`src/design/i3c_regf_pkg.sv`:
```
// Register file geometry, register map, reset image values and FSM state types
package i3c_regf_pkg;

  // ========================================
  // Array geometry
  // ========================================
  localparam int REGF_WIDTH  = 8;     // Bits per entry
  localparam int REGF_DEPTH  = 1024;  // Number of entries
  localparam int REGF_ADDR_W = 10;    // Entry index width

  // ========================================
  // Register map
  // ========================================
  localparam logic [REGF_ADDR_W-1:0] ADDR_TARGET        = 10'd0;    // Bit 0 is RnW
  localparam logic [REGF_ADDR_W-1:0] ADDR_NUM_FRAMES    = 10'd1;
  localparam logic [REGF_ADDR_W-1:0] ADDR_DATA_BASE     = 10'd2;    // First SDR data byte
  localparam logic [REGF_ADDR_W-1:0] ADDR_TGTS_COUNT    = 10'd35;
  localparam logic [REGF_ADDR_W-1:0] ADDR_BDCST_WR      = 10'd46;   // 7E broadcast
  localparam logic [REGF_ADDR_W-1:0] ADDR_ARBITRATION   = 10'd48;
  localparam logic [REGF_ADDR_W-1:0] ADDR_ENTDAA_CCC    = 10'd49;
  localparam logic [REGF_ADDR_W-1:0] ADDR_IBI_CFG       = 10'd101;
  localparam logic [REGF_ADDR_W-1:0] ADDR_IBI_PAYLOAD   = 10'd102;
  localparam logic [REGF_ADDR_W-1:0] ADDR_DISEC_DIR_CCC = 10'd103;
  localparam logic [REGF_ADDR_W-1:0] ADDR_CRHDLY        = 10'd383;
  localparam logic [REGF_ADDR_W-1:0] ADDR_CRCAPS2       = 10'd386;
  localparam logic [REGF_ADDR_W-1:0] ADDR_GETSTATUS_CCC = 10'd387;
  localparam logic [REGF_ADDR_W-1:0] ADDR_PRECR         = 10'd388;
  localparam logic [REGF_ADDR_W-1:0] ADDR_GETSTATUS_LSB = 10'd390;
  localparam logic [REGF_ADDR_W-1:0] ADDR_ENEC_BYTE     = 10'd402;
  localparam logic [REGF_ADDR_W-1:0] ADDR_DISEC_BYTE    = 10'd404;
  localparam logic [REGF_ADDR_W-1:0] ADDR_HJ_CFG        = 10'd405;
  localparam logic [REGF_ADDR_W-1:0] ADDR_CRH_CFG       = 10'd407;
  localparam logic [REGF_ADDR_W-1:0] ADDR_CRCAP1        = 10'd409;

  // ========================================
  // Reset image
  // ========================================
  localparam logic [REGF_WIDTH-1:0] RST_TARGET        = 8'hA8;  // Address 54, write
  localparam logic [REGF_WIDTH-1:0] RST_NUM_FRAMES    = 8'h02;
  localparam logic [REGF_WIDTH-1:0] RST_DATA0         = 8'h01;
  localparam logic [REGF_WIDTH-1:0] RST_DATA1         = 8'h02;
  localparam logic [REGF_WIDTH-1:0] RST_DATA2         = 8'h06;
  localparam logic [REGF_WIDTH-1:0] RST_TGTS_COUNT    = 8'h02;
  localparam logic [REGF_WIDTH-1:0] RST_BDCST_WR      = 8'hFD;
  localparam logic [REGF_WIDTH-1:0] RST_ARBITRATION   = 8'h53;
  localparam logic [REGF_WIDTH-1:0] RST_ENTDAA        = 8'h07;  // CCC code
  localparam logic [REGF_WIDTH-1:0] RST_IBI_CFG       = 8'h01;  // ACK with MDB
  localparam logic [REGF_WIDTH-1:0] RST_IBI_PAYLOAD   = 8'h03;
  localparam logic [REGF_WIDTH-1:0] RST_DISEC_DIR     = 8'h81;  // CCC code
  localparam logic [REGF_WIDTH-1:0] RST_CRHDLY        = 8'h02;
  localparam logic [REGF_WIDTH-1:0] RST_CRCAPS2       = 8'h02;
  localparam logic [REGF_WIDTH-1:0] RST_GETSTATUS     = 8'h90;  // CCC code
  localparam logic [REGF_WIDTH-1:0] RST_PRECR         = 8'h02;
  localparam logic [REGF_WIDTH-1:0] RST_GETSTATUS_LSB = 8'h02;
  localparam logic [REGF_WIDTH-1:0] RST_ENEC          = 8'h0B;  // ENINT, ENCR, ENHJ
  localparam logic [REGF_WIDTH-1:0] RST_DISEC         = 8'h00;
  localparam logic [REGF_WIDTH-1:0] RST_HJ_CFG        = 8'h07;
  localparam logic [REGF_WIDTH-1:0] RST_CRH_CFG       = 8'h01;
  localparam logic [REGF_WIDTH-1:0] RST_CRCAP1        = 8'h00;

  localparam int HJ_BIT         = 3;  // ENHJ / DISHJ defining bit
  localparam int HJ_ENABLE_BIT  = 1;  // In HJ_CFG
  localparam int HJ_SUPPORT_BIT = 0;  // In CRCAP1

  // State types
  typedef enum logic [2:0] {FS_IDLE, FS_RD_TARGET, FS_RD_DATA, FS_WAIT_DATA, FS_SEND, FS_DONE}
    fetch_state_e;
  typedef enum logic [1:0] {AS_IDLE, AS_REQ, AS_RESP} apb_state_e;

endpackage

```
`src/design/regf_port_if.sv`:
```
// Single register file access port with requester and file modports
`timescale 1ns/1ps

interface regf_port_if;
  import i3c_regf_pkg::*;

  logic                   rd_en;     // Read request, data next cycle
  logic                   wr_en;     // Write request, takes effect at edge
  logic [REGF_ADDR_W-1:0] addr;      // Entry index
  logic [REGF_WIDTH-1:0]  wdata;
  logic [REGF_WIDTH-1:0]  rdata;     // Holds until next read
  logic                   host_gnt;  // Request passed this cycle

  modport requester (
    output rd_en, wr_en, addr, wdata,
    input  rdata, host_gnt
  );

  modport file (
    input  rd_en, wr_en, addr, wdata,
    output rdata, host_gnt
  );

endinterface

```
`src/design/sdr_frame_fetcher.sv`:
```
// SDR frame fetcher: reads target and data entries, streams bytes with valid/ready
`timescale 1ns/1ps

module sdr_frame_fetcher (
  input  logic                                i_regf_clk,
  input  logic                                i_regf_rst_n,
  input  logic                                i_fetch_start,   // One-cycle pulse
  input  logic [7:0]                          i_num_frames,
  regf_port_if.requester                      port,
  output logic [i3c_regf_pkg::REGF_WIDTH-1:0] o_frame_data,
  output logic                                o_frame_valid,
  input  logic                                i_frame_ready,
  output logic                                o_fetch_busy
);
  import i3c_regf_pkg::*;

  fetch_state_e          state_q;
  logic [7:0]            remain_q;  // Data bytes still to read
  logic [7:0]            idx_q;     // Next data entry
  logic [REGF_WIDTH-1:0] frame_q;

  // Read-only requester
  assign port.rd_en = (state_q == FS_RD_TARGET) || (state_q == FS_RD_DATA);
  assign port.wr_en = 1'b0;
  assign port.addr  = (state_q == FS_RD_TARGET) ? ADDR_TARGET : REGF_ADDR_W'(idx_q);
  assign port.wdata = '0;

  assign o_frame_data  = frame_q;
  assign o_frame_valid = (state_q == FS_SEND);
  assign o_fetch_busy  = (state_q != FS_IDLE);

  always_ff @(posedge i_regf_clk or negedge i_regf_rst_n)
  begin
    if (!i_regf_rst_n)
    begin
      state_q  <= FS_IDLE;
      remain_q <= '0;
      idx_q    <= '0;
    end
    else
    begin
      case (state_q)
        FS_IDLE:
          if (i_fetch_start)
          begin
            remain_q <= i_num_frames;           // Count sampled at start
            idx_q    <= 8'(ADDR_DATA_BASE);
            state_q  <= FS_RD_TARGET;
          end
        FS_RD_TARGET: if (port.host_gnt) state_q <= FS_WAIT_DATA;
        FS_RD_DATA:
          if (port.host_gnt)
          begin
            remain_q <= remain_q - 8'd1;
            idx_q    <= idx_q + 8'd1;
            state_q  <= FS_WAIT_DATA;
          end
        FS_WAIT_DATA: state_q <= FS_SEND;       // Read data lands here
        FS_SEND:                                // Stalls here under back-pressure
          if (i_frame_ready)
            state_q <= (remain_q == 8'd0) ? FS_DONE : FS_RD_DATA;
        FS_DONE: state_q <= FS_IDLE;
        default: state_q <= FS_IDLE;
      endcase
    end
  end

  always_ff @(posedge i_regf_clk)
  begin
    if (state_q == FS_WAIT_DATA)
      frame_q <= port.rdata;
  end

endmodule

```
`src/flat_wrapper.sv`:
```
// flat-port wrapper written by rule: the top's interface ports become plain ports
module sdr_frame_fetcher_flat import i3c_regf_pkg::*;
  (i_regf_clk, i_regf_rst_n, i_fetch_start, i_num_frames, o_frame_data, o_frame_valid, i_frame_ready, o_fetch_busy, port_rd_en, port_wr_en, port_addr, port_wdata, port_rdata, port_host_gnt);
  regf_port_if port_i ();
  input  logic i_regf_clk;
  input  logic i_regf_rst_n;
  input  logic i_fetch_start;
  input  logic [7:0] i_num_frames;
  output logic [i3c_regf_pkg::REGF_WIDTH-1:0] o_frame_data;
  output logic o_frame_valid;
  input  logic i_frame_ready;
  output logic o_fetch_busy;
  output wire logic [$bits(port_i.rd_en)-1:0] port_rd_en;
  output wire logic [$bits(port_i.wr_en)-1:0] port_wr_en;
  output wire logic [$bits(port_i.addr)-1:0] port_addr;
  output wire logic [$bits(port_i.wdata)-1:0] port_wdata;
  input wire logic [$bits(port_i.rdata)-1:0] port_rdata;
  input wire logic [$bits(port_i.host_gnt)-1:0] port_host_gnt;
  assign port_rd_en = port_i.rd_en;
  assign port_wr_en = port_i.wr_en;
  assign port_addr = port_i.addr;
  assign port_wdata = port_i.wdata;
  assign port_i.rdata = port_rdata;
  assign port_i.host_gnt = port_host_gnt;
  sdr_frame_fetcher u_core (.i_regf_clk(i_regf_clk), .i_regf_rst_n(i_regf_rst_n), .i_fetch_start(i_fetch_start), .i_num_frames(i_num_frames), .port(port_i), .o_frame_data(o_frame_data), .o_frame_valid(o_frame_valid), .i_frame_ready(i_frame_ready), .o_fetch_busy(o_fetch_busy));
endmodule
```
`config.mk`:
```
export PLATFORM = sky130hd
export DESIGN_NAME = sdr_frame_fetcher_flat
export DESIGN_NICKNAME = d
export VERILOG_FILES = /design/src/design/i3c_regf_pkg.sv /design/src/design/regf_port_if.sv /design/src/design/sdr_frame_fetcher.sv /design/src/flat_wrapper.sv
export SDC_FILE = /design/constraint.sdc
export NUM_CORES = 1
export LEC_CHECK = 0
export ABC_AREA = 1
export BUFFER_PORTS_ARGS = -buffer_cell sky130_fd_sc_hd__buf_2
export CORE_ASPECT_RATIO = 2
export CORE_UTILIZATION = 56
export CTS_BUF_LIST = sky130_fd_sc_hd__clkbuf_2 sky130_fd_sc_hd__clkbuf_4 sky130_fd_sc_hd__clkbuf_8
export DETAILED_ROUTE_END_ITERATION = 10
export PLACE_DENSITY = 0.92
export SETUP_SLACK_MARGIN = 0.4
export SLEW_MARGIN = 20
export SYNTH_ARGS = -nofsm -noshare
export SYNTH_HDL_FRONTEND = slang
export SYNTH_SLANG_ARGS = --single-unit
```
`constraint.sdc`:
```
create_clock -name i_regf_clk -period 4.3 [get_ports i_regf_clk]
set_clock_uncertainty 0.2 [all_clocks]
set_input_delay 0 -clock i_regf_clk [delete_from_list [all_inputs] [get_ports i_regf_clk]]
set_output_delay 0 -clock i_regf_clk [all_outputs]
set_load 0.05 [all_outputs]
```
### Word-level counts from Yosys, hierarchy flattened

Cells that the tools add are included.
W data, S select, Z words.

* register bits after elaboration: 27
* bits in latches: 0
* bits in writable memories: 0
* bits in read-only memories: 0
* input bits: 21
* output and inout port bits: 30
* logic and storage cells: 34
* memories kept: 0

* add/sub/neg operators: 2
* multipliers: 0
* div/mod/pow operators: 0
* magnitude comparators: 0
* eq/ne operators: 8
* shift-type cells: 0
* multiplexer cells: 12
* bitwise logic cells: 0
* reductions and logical operators: 8

Operators with widths (number)
* $mux W8: 5
* $pmux W8 S2: 2
* $mux W3: 4
* $pmux W3 S4: 1
* $add A8 B1 Y8 const B: 1
* $logic_not A8 Y1: 1
* $sub A8 B1 Y8 const B: 1
* $eq A3 B2 Y1 const B: 2
* $reduce_and A3 Y1: 2
* $ne A2 B1 Y1 const B: 2
* $ne A2 B2 Y1 const B: 2
* $eq A3 B1 Y1 const B: 1
* $eq A3 B3 Y1 const B: 1
* $logic_not A3 Y1: 1
* $reduce_bool A3 Y1: 1
* $reduce_bool A2 Y1: 1
* $reduce_or A2 Y1: 1
* $logic_or A1 B1 Y1: 1

### Depth between registers and ports, before layout

Gate-level depths: netlist of run 1.

* word-level depth: 4
* mapped depth: 8

### Least setup slack after synthesis of run 1

OpenSTA, ideal clock, no wires.

* kind: reg-to-reg
* start: register u_core.state_q[0]
* end: register u_core.state_q[0]
* arrival time: 1.463 ns
* data required time: 3.971 ns
* path slack: 2.509 ns
* stages on the path, launching flop included: 9
* period minus slack after synthesis: 1.791 ns
* path through: dfrtp_1 inv_1 nand2_1 nor2_2 nand2_1 nand2_1 nor2_1 nand2_1 o21ai_0

RTL lines
* start, declared: RTL line sdr_frame_fetcher.sv:17 `fetch_state_e state_q;`
* start signal, assigned: RTL line sdr_frame_fetcher.sv:61 `state_q <= (remain_q == 8'd0) ? FS_DONE : FS_RD_DATA;`
* $eq A3 B3 Y1 *
* net o_frame_valid: RTL line flat_wrapper.sv:10 `output logic o_frame_valid;`
* $ne A2 B1 Y1 (no line)
* $reduce_and A3 Y1 (no line)

The timed path passes the listed nets; every way through them passes the cells marked *.
A chain may end at the register's enable or synchronous reset.

### Final worst setup path of run 1

* start: register u_core.state_q[2]
* end: register u_core.remain_q[7]

* longest elaborated chain between the ends: 3

Ends and longest elaborated chain
* $eq A3 B2 Y1 / $logic_not A3 Y1 (equally long branches): RTL line sdr_frame_fetcher.sv:42 `case (state_q)`
* $ne A2 B2 Y1 (no line) / $reduce_bool A2 Y1 (equally long branches)
* $reduce_and A3 Y1 (no line)
* end signal, assigned: RTL line sdr_frame_fetcher.sv:46 `remain_q <= i_num_frames;`
* end signal, assigned: RTL line sdr_frame_fetcher.sv:54 `remain_q <= remain_q - 8'd1;`
* end, declared: RTL line sdr_frame_fetcher.sv:18 `logic [7:0] remain_q;`

Several ways; a longest one is shown, not always the timed one.

==> results.cfg, run 1 <==
[global_route]
grt_first_pass_wirelength_microns = 5960
grt_overflow = 0
track_usage = 0.268
grt_max_degree = 23
antenna_found_initial = 0
grt_pass1_vias = 1484

[placed_design]
place_congestion = 0.810
portBuffers = 39
hpwl_microns = 2660
placed_area_sq_um = 1770

[sta]
final_hold_viol_count = 0
fmax_mhz = 562
rsz0062_at_grt = no
slew_headroom = 0.571
tightest_slew_ns = 0.641
setup_violations = 0
min_period_ns = 1.78
period_share = 0.414
slew_viol_final = 0
fin_setup_tns_ns = 0

[job]
drv_cap = 0

[setup_path]
endpoint_kind = flip-flop
slowest_stage = dfrtp_1
start_kind = flip-flop
critPathArrivalTime_ns = 1.79
critical_path_class = reg -> reg
crit_family = simple AND/OR/NAND/NOR gates
critical_path_buf_inv_count = 2
crit_path_frequent_cell = nand2_1
crit_path_max_fanout = 22
critPathRequiredTime_ns = 4.31
max_stage_delay_ns = 0.41
path_cells = inv_2 > nand4_1 > nand2_2 > o21ai_0 > inv_1 > nand2_1 > nand2_1

[layout]
layout.nets = 300
n_antenna_cell = 0
final_area_sq_um = 2020
drive_above_1_share = 0.185
area_delta_synth_final_pct = 25.9

[synthesis]
synthArstFlopShare = 0.704
seq_area_frac_synth = 0.446
synth_top_area_cell = dfrtp_1
synth-compound-area-share = 0.0772
synth.most_common_cell = nand2_1
yosysWarnings = 0
synth_flop_cell = dfrtp_1
synthMuxAreaShare = 0
synth_top_area_frac = 0.296
synth_xor_area_frac = 0
synthAdderAreaFrac = 0.0234
syn-cell-area_sq_um = 1600
synthSimpleGateAreaFrac = 0.310
synth-edff-count = 8
netlist_instances = 216
ys_types = 22
synth_seq_cells = 27
ys_top_cells_by_count = nand2_1 (62), inv_1 (32), nor2_1 (21), dfrtp_1 (19), o21ai_0 (18)
synth_area_leaders = dfrtp_1 (30%), edfxtp_1 (15%), nand2_1 (15%)
synth.avg_cell_area_sq_um = 7.43
synth_top_family_by_area = simple AND/OR/NAND/NOR gates

[clocking]
cts_made_buffers = 3
cts_buffer_depth = 2
clkTransAtPathRegs_ns = 0.09
cts_tree = done
clock_tree.root_cell = clkbuf_8
clkSinkCount = 27
clk_latency_ns = 0.26
htreeDepth = 1

[route]
initialDrtViolationCount = 62
wirelength_microns = 3750
vias = 1534
first_pass_iters = 4
drc_errors = 0
avgViaCountPerCell = 5.05
ant_nets = 0
avgRoutedWirePerCell_microns = 12.3

[floorplan]
die_y_microns = 77.7
design.die.area_sq_um = 3100
row_count = 27
core_region_area_sq_um = 2740
die_w_microns = 39.8
io_pins = 51
start_util = 0.586

[min_path]
hold_path.class = in -> async

[power_and_ir_drop]
leakage_nw = 1.10
power.density_nw_per_um2 = 632
peakVddDrop_mv = 0.360

[outcome]
outcome = complete, no violations
==> cells by family after synthesis <==
logic type / count (synthesis)
and+or+nand+nor: 114
buffers and inverters: 47
DFF: 27
AOI/OAI and AO/OA: 24
adders and majority gates: 3
other: 1
==> layout make-up <==
| cell class | count | area (sq um) |
|---|---|---|
| fillers | 217 | 717 |
| flip-flops and latches | 27 | 716 |
| multi-input cells | 152 | 699 |
| repair buffers | 59 | 395 |
| inverters | 33 | 124 |
| clock buffers | 4 | 48.8 |
| well taps | 29 | 36.3 |
==> final timing paths <==
kind | depth (start not counted) | slack [ns] | from | to
max | 7 | 2.52 | u_core.state_q[2] | u_core.remain_q[7]
min | 2 | 0.01 | i_regf_rst_n | u_core.idx_q[5]
max reg2reg | 7 | 2.52 | u_core.state_q[2] | u_core.remain_q[7]
min reg2reg | 2 | 0.33 | u_core.remain_q[6] | u_core.remain_q[6]
max in group asynchronous | 2 | 3.58 | i_regf_rst_n | u_core.idx_q[0]
min in group i_regf_clk | 2 | 0.25 | port_rdata[6] | u_core.o_frame_data[6]
==> metal layers <==
| metal | vias up | track usage | wire (microns) | share of wire |
|---|---|---|---|---|
| met1 | 689 | 0.273 | 1390 | 0.37 |
| met3 | 10 | 0.0400 | 159 | 0.042 |
| li1 | 778 | - | - | - |
| met2 | 57 | 0.485 | 2100 | 0.56 |
| met4 | 0 | 0.117 | 100 | 0.027 |
| met5 | - | 0 | 0 | 0 |
==> report_power, final <==
part / leakage (nW) / total, mW / internal, mW / switching [mW]
clock network: 0.0262 / 0.147 / 0.0725 / 0.0741
logic: 0.757 / 0.695 / 0.180 / 0.515
registers: 0.315 / 0.436 / 0.358 / 0.0786
==> sequential cells by signal, summed over array words and instances (netlist names) <==
name / cells
u_core.o_frame_data: 8
u_core.idx_q: 8
u_core.remain_q: 8
u_core.state_q: 3
==> layout by cell type (no fill, tap or decap), types with 2 or more instances in the layout <==
cell,netlist,final
nand2_1,62,62
buf_2,1,39
inv_1,32,32
nor2_1,21,21
dlygate4sd3_1,0,20
dfrtp_1,19,19
o21ai_0,18,18
nand3_1,17,17
conb_1,1,11
edfxtp_1,8,8
nand4_1,5,5
a21oi_1,4,4
ha_1,3,3
clkbuf_8,0,3
nor2_2,2,2
nor3_1,2,2
or2_2,2,2
==> timing repair <==
item                                   CTS  global route
buffers inserted                         0             0
endpoints found under the hold margin   42             0
resized for setup                        0             0
hold buffers                            20             0
==> metrics by stage <==
stage                     total power [mW]   util  hold WS (ns)  worst slack [ns]  cells
after floorplan                      0.978      -        -0.496              2.51    226
after global placement                1.09  0.647        -0.237              2.64    280
after detailed placement              1.11  0.647        -0.229              2.58    280
after CTS                             1.28  0.738        0.0146              2.56    304
after global routing                  1.38  0.738        0.0362              2.38    304
final                                 1.28  0.738        0.0125              2.52    304
Note: power is estimated with default switching activity, not from simulation.
==> run 2, diff against run 1 <==
ABC_AREA = 0   (was 1)
CORE_UTILIZATION = 47   (was 56)
PLACE_DENSITY = 0.83   (was 0.92)
clock period = 1.5 ns   (was 4.3 ns; I/O delays follow)
==> results.cfg, run 2 <==
[outcome]
outcome = finished with violations
violations = negative hold slack, negative setup slack

[route]
avgViaCountPerCell = 5.79
first_pass_iters = 4
ant_nets = 0
initialDrtViolationCount = 85
avgRoutedWirePerCell_microns = 20.8
wirelength_microns = 5930
vias = 1649
drc_errors = 0

[synthesis]
yosysWarnings = 0
synth.most_common_cell = dfrtp_1
synthArstFlopShare = 0.704
synth_flop_cell = dfrtp_1
syn-cell-area_sq_um = 1520
synth_area_leaders = dfrtp_1 (31%), edfxtp_1 (16%), buf_4 (5.9%)
netlist_instances = 155
synth_seq_cells = 27
synth_top_area_cell = dfrtp_1
synth-edff-count = 8
ys_top_cells_by_count = dfrtp_1 (19), nor2_1 (14), o21ai_0 (14), buf_4 (12), nand2_1 (11)
ys_types = 43
synth.avg_cell_area_sq_um = 9.82
synth_top_area_frac = 0.312
seq_area_frac_synth = 0.470

[layout]
n_antenna_cell = 0
final_area_sq_um = 2690
fillers = 126
layout.nets = 280
area_delta_synth_final_pct = 76.3
drive_above_1_share = 0.557
final_util = 0.891
seqCellArea_sq_um = 717
final_common_cell = buf_4
multiInputGateArea_sq_um = 995
final_cell_mix = buf_4 (31), buf_2 (26), buf_6 (23), dlygate4sd3_1 (20), dfrtp_1 (18)

[sta]
slew_viol_final = 0
fin_setup_tns_ns = -7.49
timing.hold.ws_ns = -0.0185
rsz0062_at_grt = yes
min_period_ns = 1.77
period_share = 1.18
setup_violations = 38
final_hold_viol_count = 19
fin_ws_ns = -0.274
fmax_mhz = 564

[setup_path]
rrSetupSlack_ns = -0.27
crit_path_max_fanout = 11
critPathRequiredTime_ns = 1.50
start_kind = flip-flop
critical_path_class = reg -> reg
endpoint_kind = flip-flop
critPathArrivalTime_ns = 1.77

[global_route]
grt_first_pass_wirelength_microns = 7110
antenna_found_initial = 0
grt_pass1_vias = 1545
grt_overflow = 0
grt_max_degree = 20
track_usage = 0.274

[placed_design]
post-place-ws_ns = -0.212
hpwl_microns = 2920
placed_area_sq_um = 1960
place_congestion = 0.916
portBuffers = 39

[min_path]
hold_path.class = in -> async

[power_and_ir_drop]
power.density_nw_per_um2 = 2080
power_mw = 5.58
peakVddDrop_mv = 2.22
leakage_nw = 1.19

[clocking]
clk_latency_ns = 0.29
cts_buffer_depth = 2
cts_tree = done
cts_made_buffers = 3
clkSinkCount = 27
clock_tree.root_cell = clkbuf_8
clkTransAtPathRegs_ns = 0.10
htreeDepth = 1

[floorplan]
die_w_microns = 42.3
io_pins = 51
row_count = 28
start_util = 0.505
design.die.area_sq_um = 3490
core_region_area_sq_um = 3010
die_y_microns = 82.5

[job]
drv_cap = 0
run 2: cell types whose count changed in the layout (fill, tap and decap cells not counted), moves of 7 or more:
| cell | before | now |
|---|---|---|
| nand2_1 | 62 | 8 |
| buf_4 | 0 | 31 |
| inv_1 | 32 | 1 |
| buf_6 | 0 | 23 |
| o21ai_0 | 18 | 3 |
| nand3_1 | 17 | 3 |
| buf_2 | 39 | 26 |
| nor2_1 | 21 | 12 |
| nor2b_2 | 0 | 7 |
run 2: kinds of logic after synthesis:
| kind of cell | after synthesis | share of synthesized area |
|---|---|---|
| compound gates | 32 | 0.134 |
| xor+xnor | 6 | 0.0345 |
| simple gates | 63 | 0.231 |
| buf+inv | 20 | 0.0830 |
| other cells | 1 | 0.00246 |
| flops | 27 | 0.470 |
| fa+ha+maj | 3 | 0.0247 |
| mux | 3 | 0.0205 |
run 2: final cells by class:
type,instances,share of cell area
clock buffers,3,0.0154
clock inverters,1,0.00280
inverters,2,0.00280
multi-input cells,118,0.370
flip-flops and latches,27,0.267
well taps,30,0.0140
repair buffers,104,0.328
run 2: layer usage:
layer | GRT usage | up-vias | wire length [microns] | share of wire
met5 | 0 | - | 0 | 0
met4 | 0.163 | 0 | 415 | 0.070
met3 | 0.0370 | 42 | 268 | 0.045
met2 | 0.491 | 93 | 3330 | 0.56
met1 | 0.303 | 787 | 1910 | 0.32
li1 | - | 727 | - | -
run 2: worst paths after layout:
check                                   from            endpoint  depth (start not counted)
min                             i_regf_rst_n  u_core.remain_q[3]                          2
max in group asynchronous       i_regf_rst_n   u_core.state_q[1]                          2
max                        u_core.state_q[2]  u_core.remain_q[6]                          4
min reg2reg                  u_core.idx_q[7]     u_core.idx_q[7]                          2
max reg2reg                u_core.state_q[2]  u_core.remain_q[6]                          4
min in group i_regf_clk        i_fetch_start     u_core.idx_q[2]                          4
run 2: where the power goes:
part	switching, mW	internal (mW)	total, mW
Combinational	2.14	1.75	3.89
Sequential	0.238	1.00	1.24
Clock	0.253	0.190	0.443
Total	2.63	2.95	5.58
run 2: per-stage QoR:
step	hold slack [ns]	std cells
2_1_floorplan	-0.496	165
3_3_place_gp	-0.246	240
3_5_place_dp	-0.243	240
4_1_cts	-0.0184	270
5_1_grt	0.0123	285
6_report	-0.0185	285
run 2: what timing repair did:
action | 4_1_cts | 5_1_grt
pin swaps | 5 | 19
hold buffers | 20 | 0
endpoints found under the setup margin | 38 | 40
resized for setup | 49 | 35
buffers inserted | 6 | 15
hold endpoints to repair | 39 | 0
gates cloned | 0 | 0
run 2: worst max-delay path, stage by stage, from the launching register on:
cell and delay [ns]:
dfrtp_1 0.44, or3b_4 0.49, a31oi_1 0.30, o21ai_2 0.12, o21ai_1 0.12
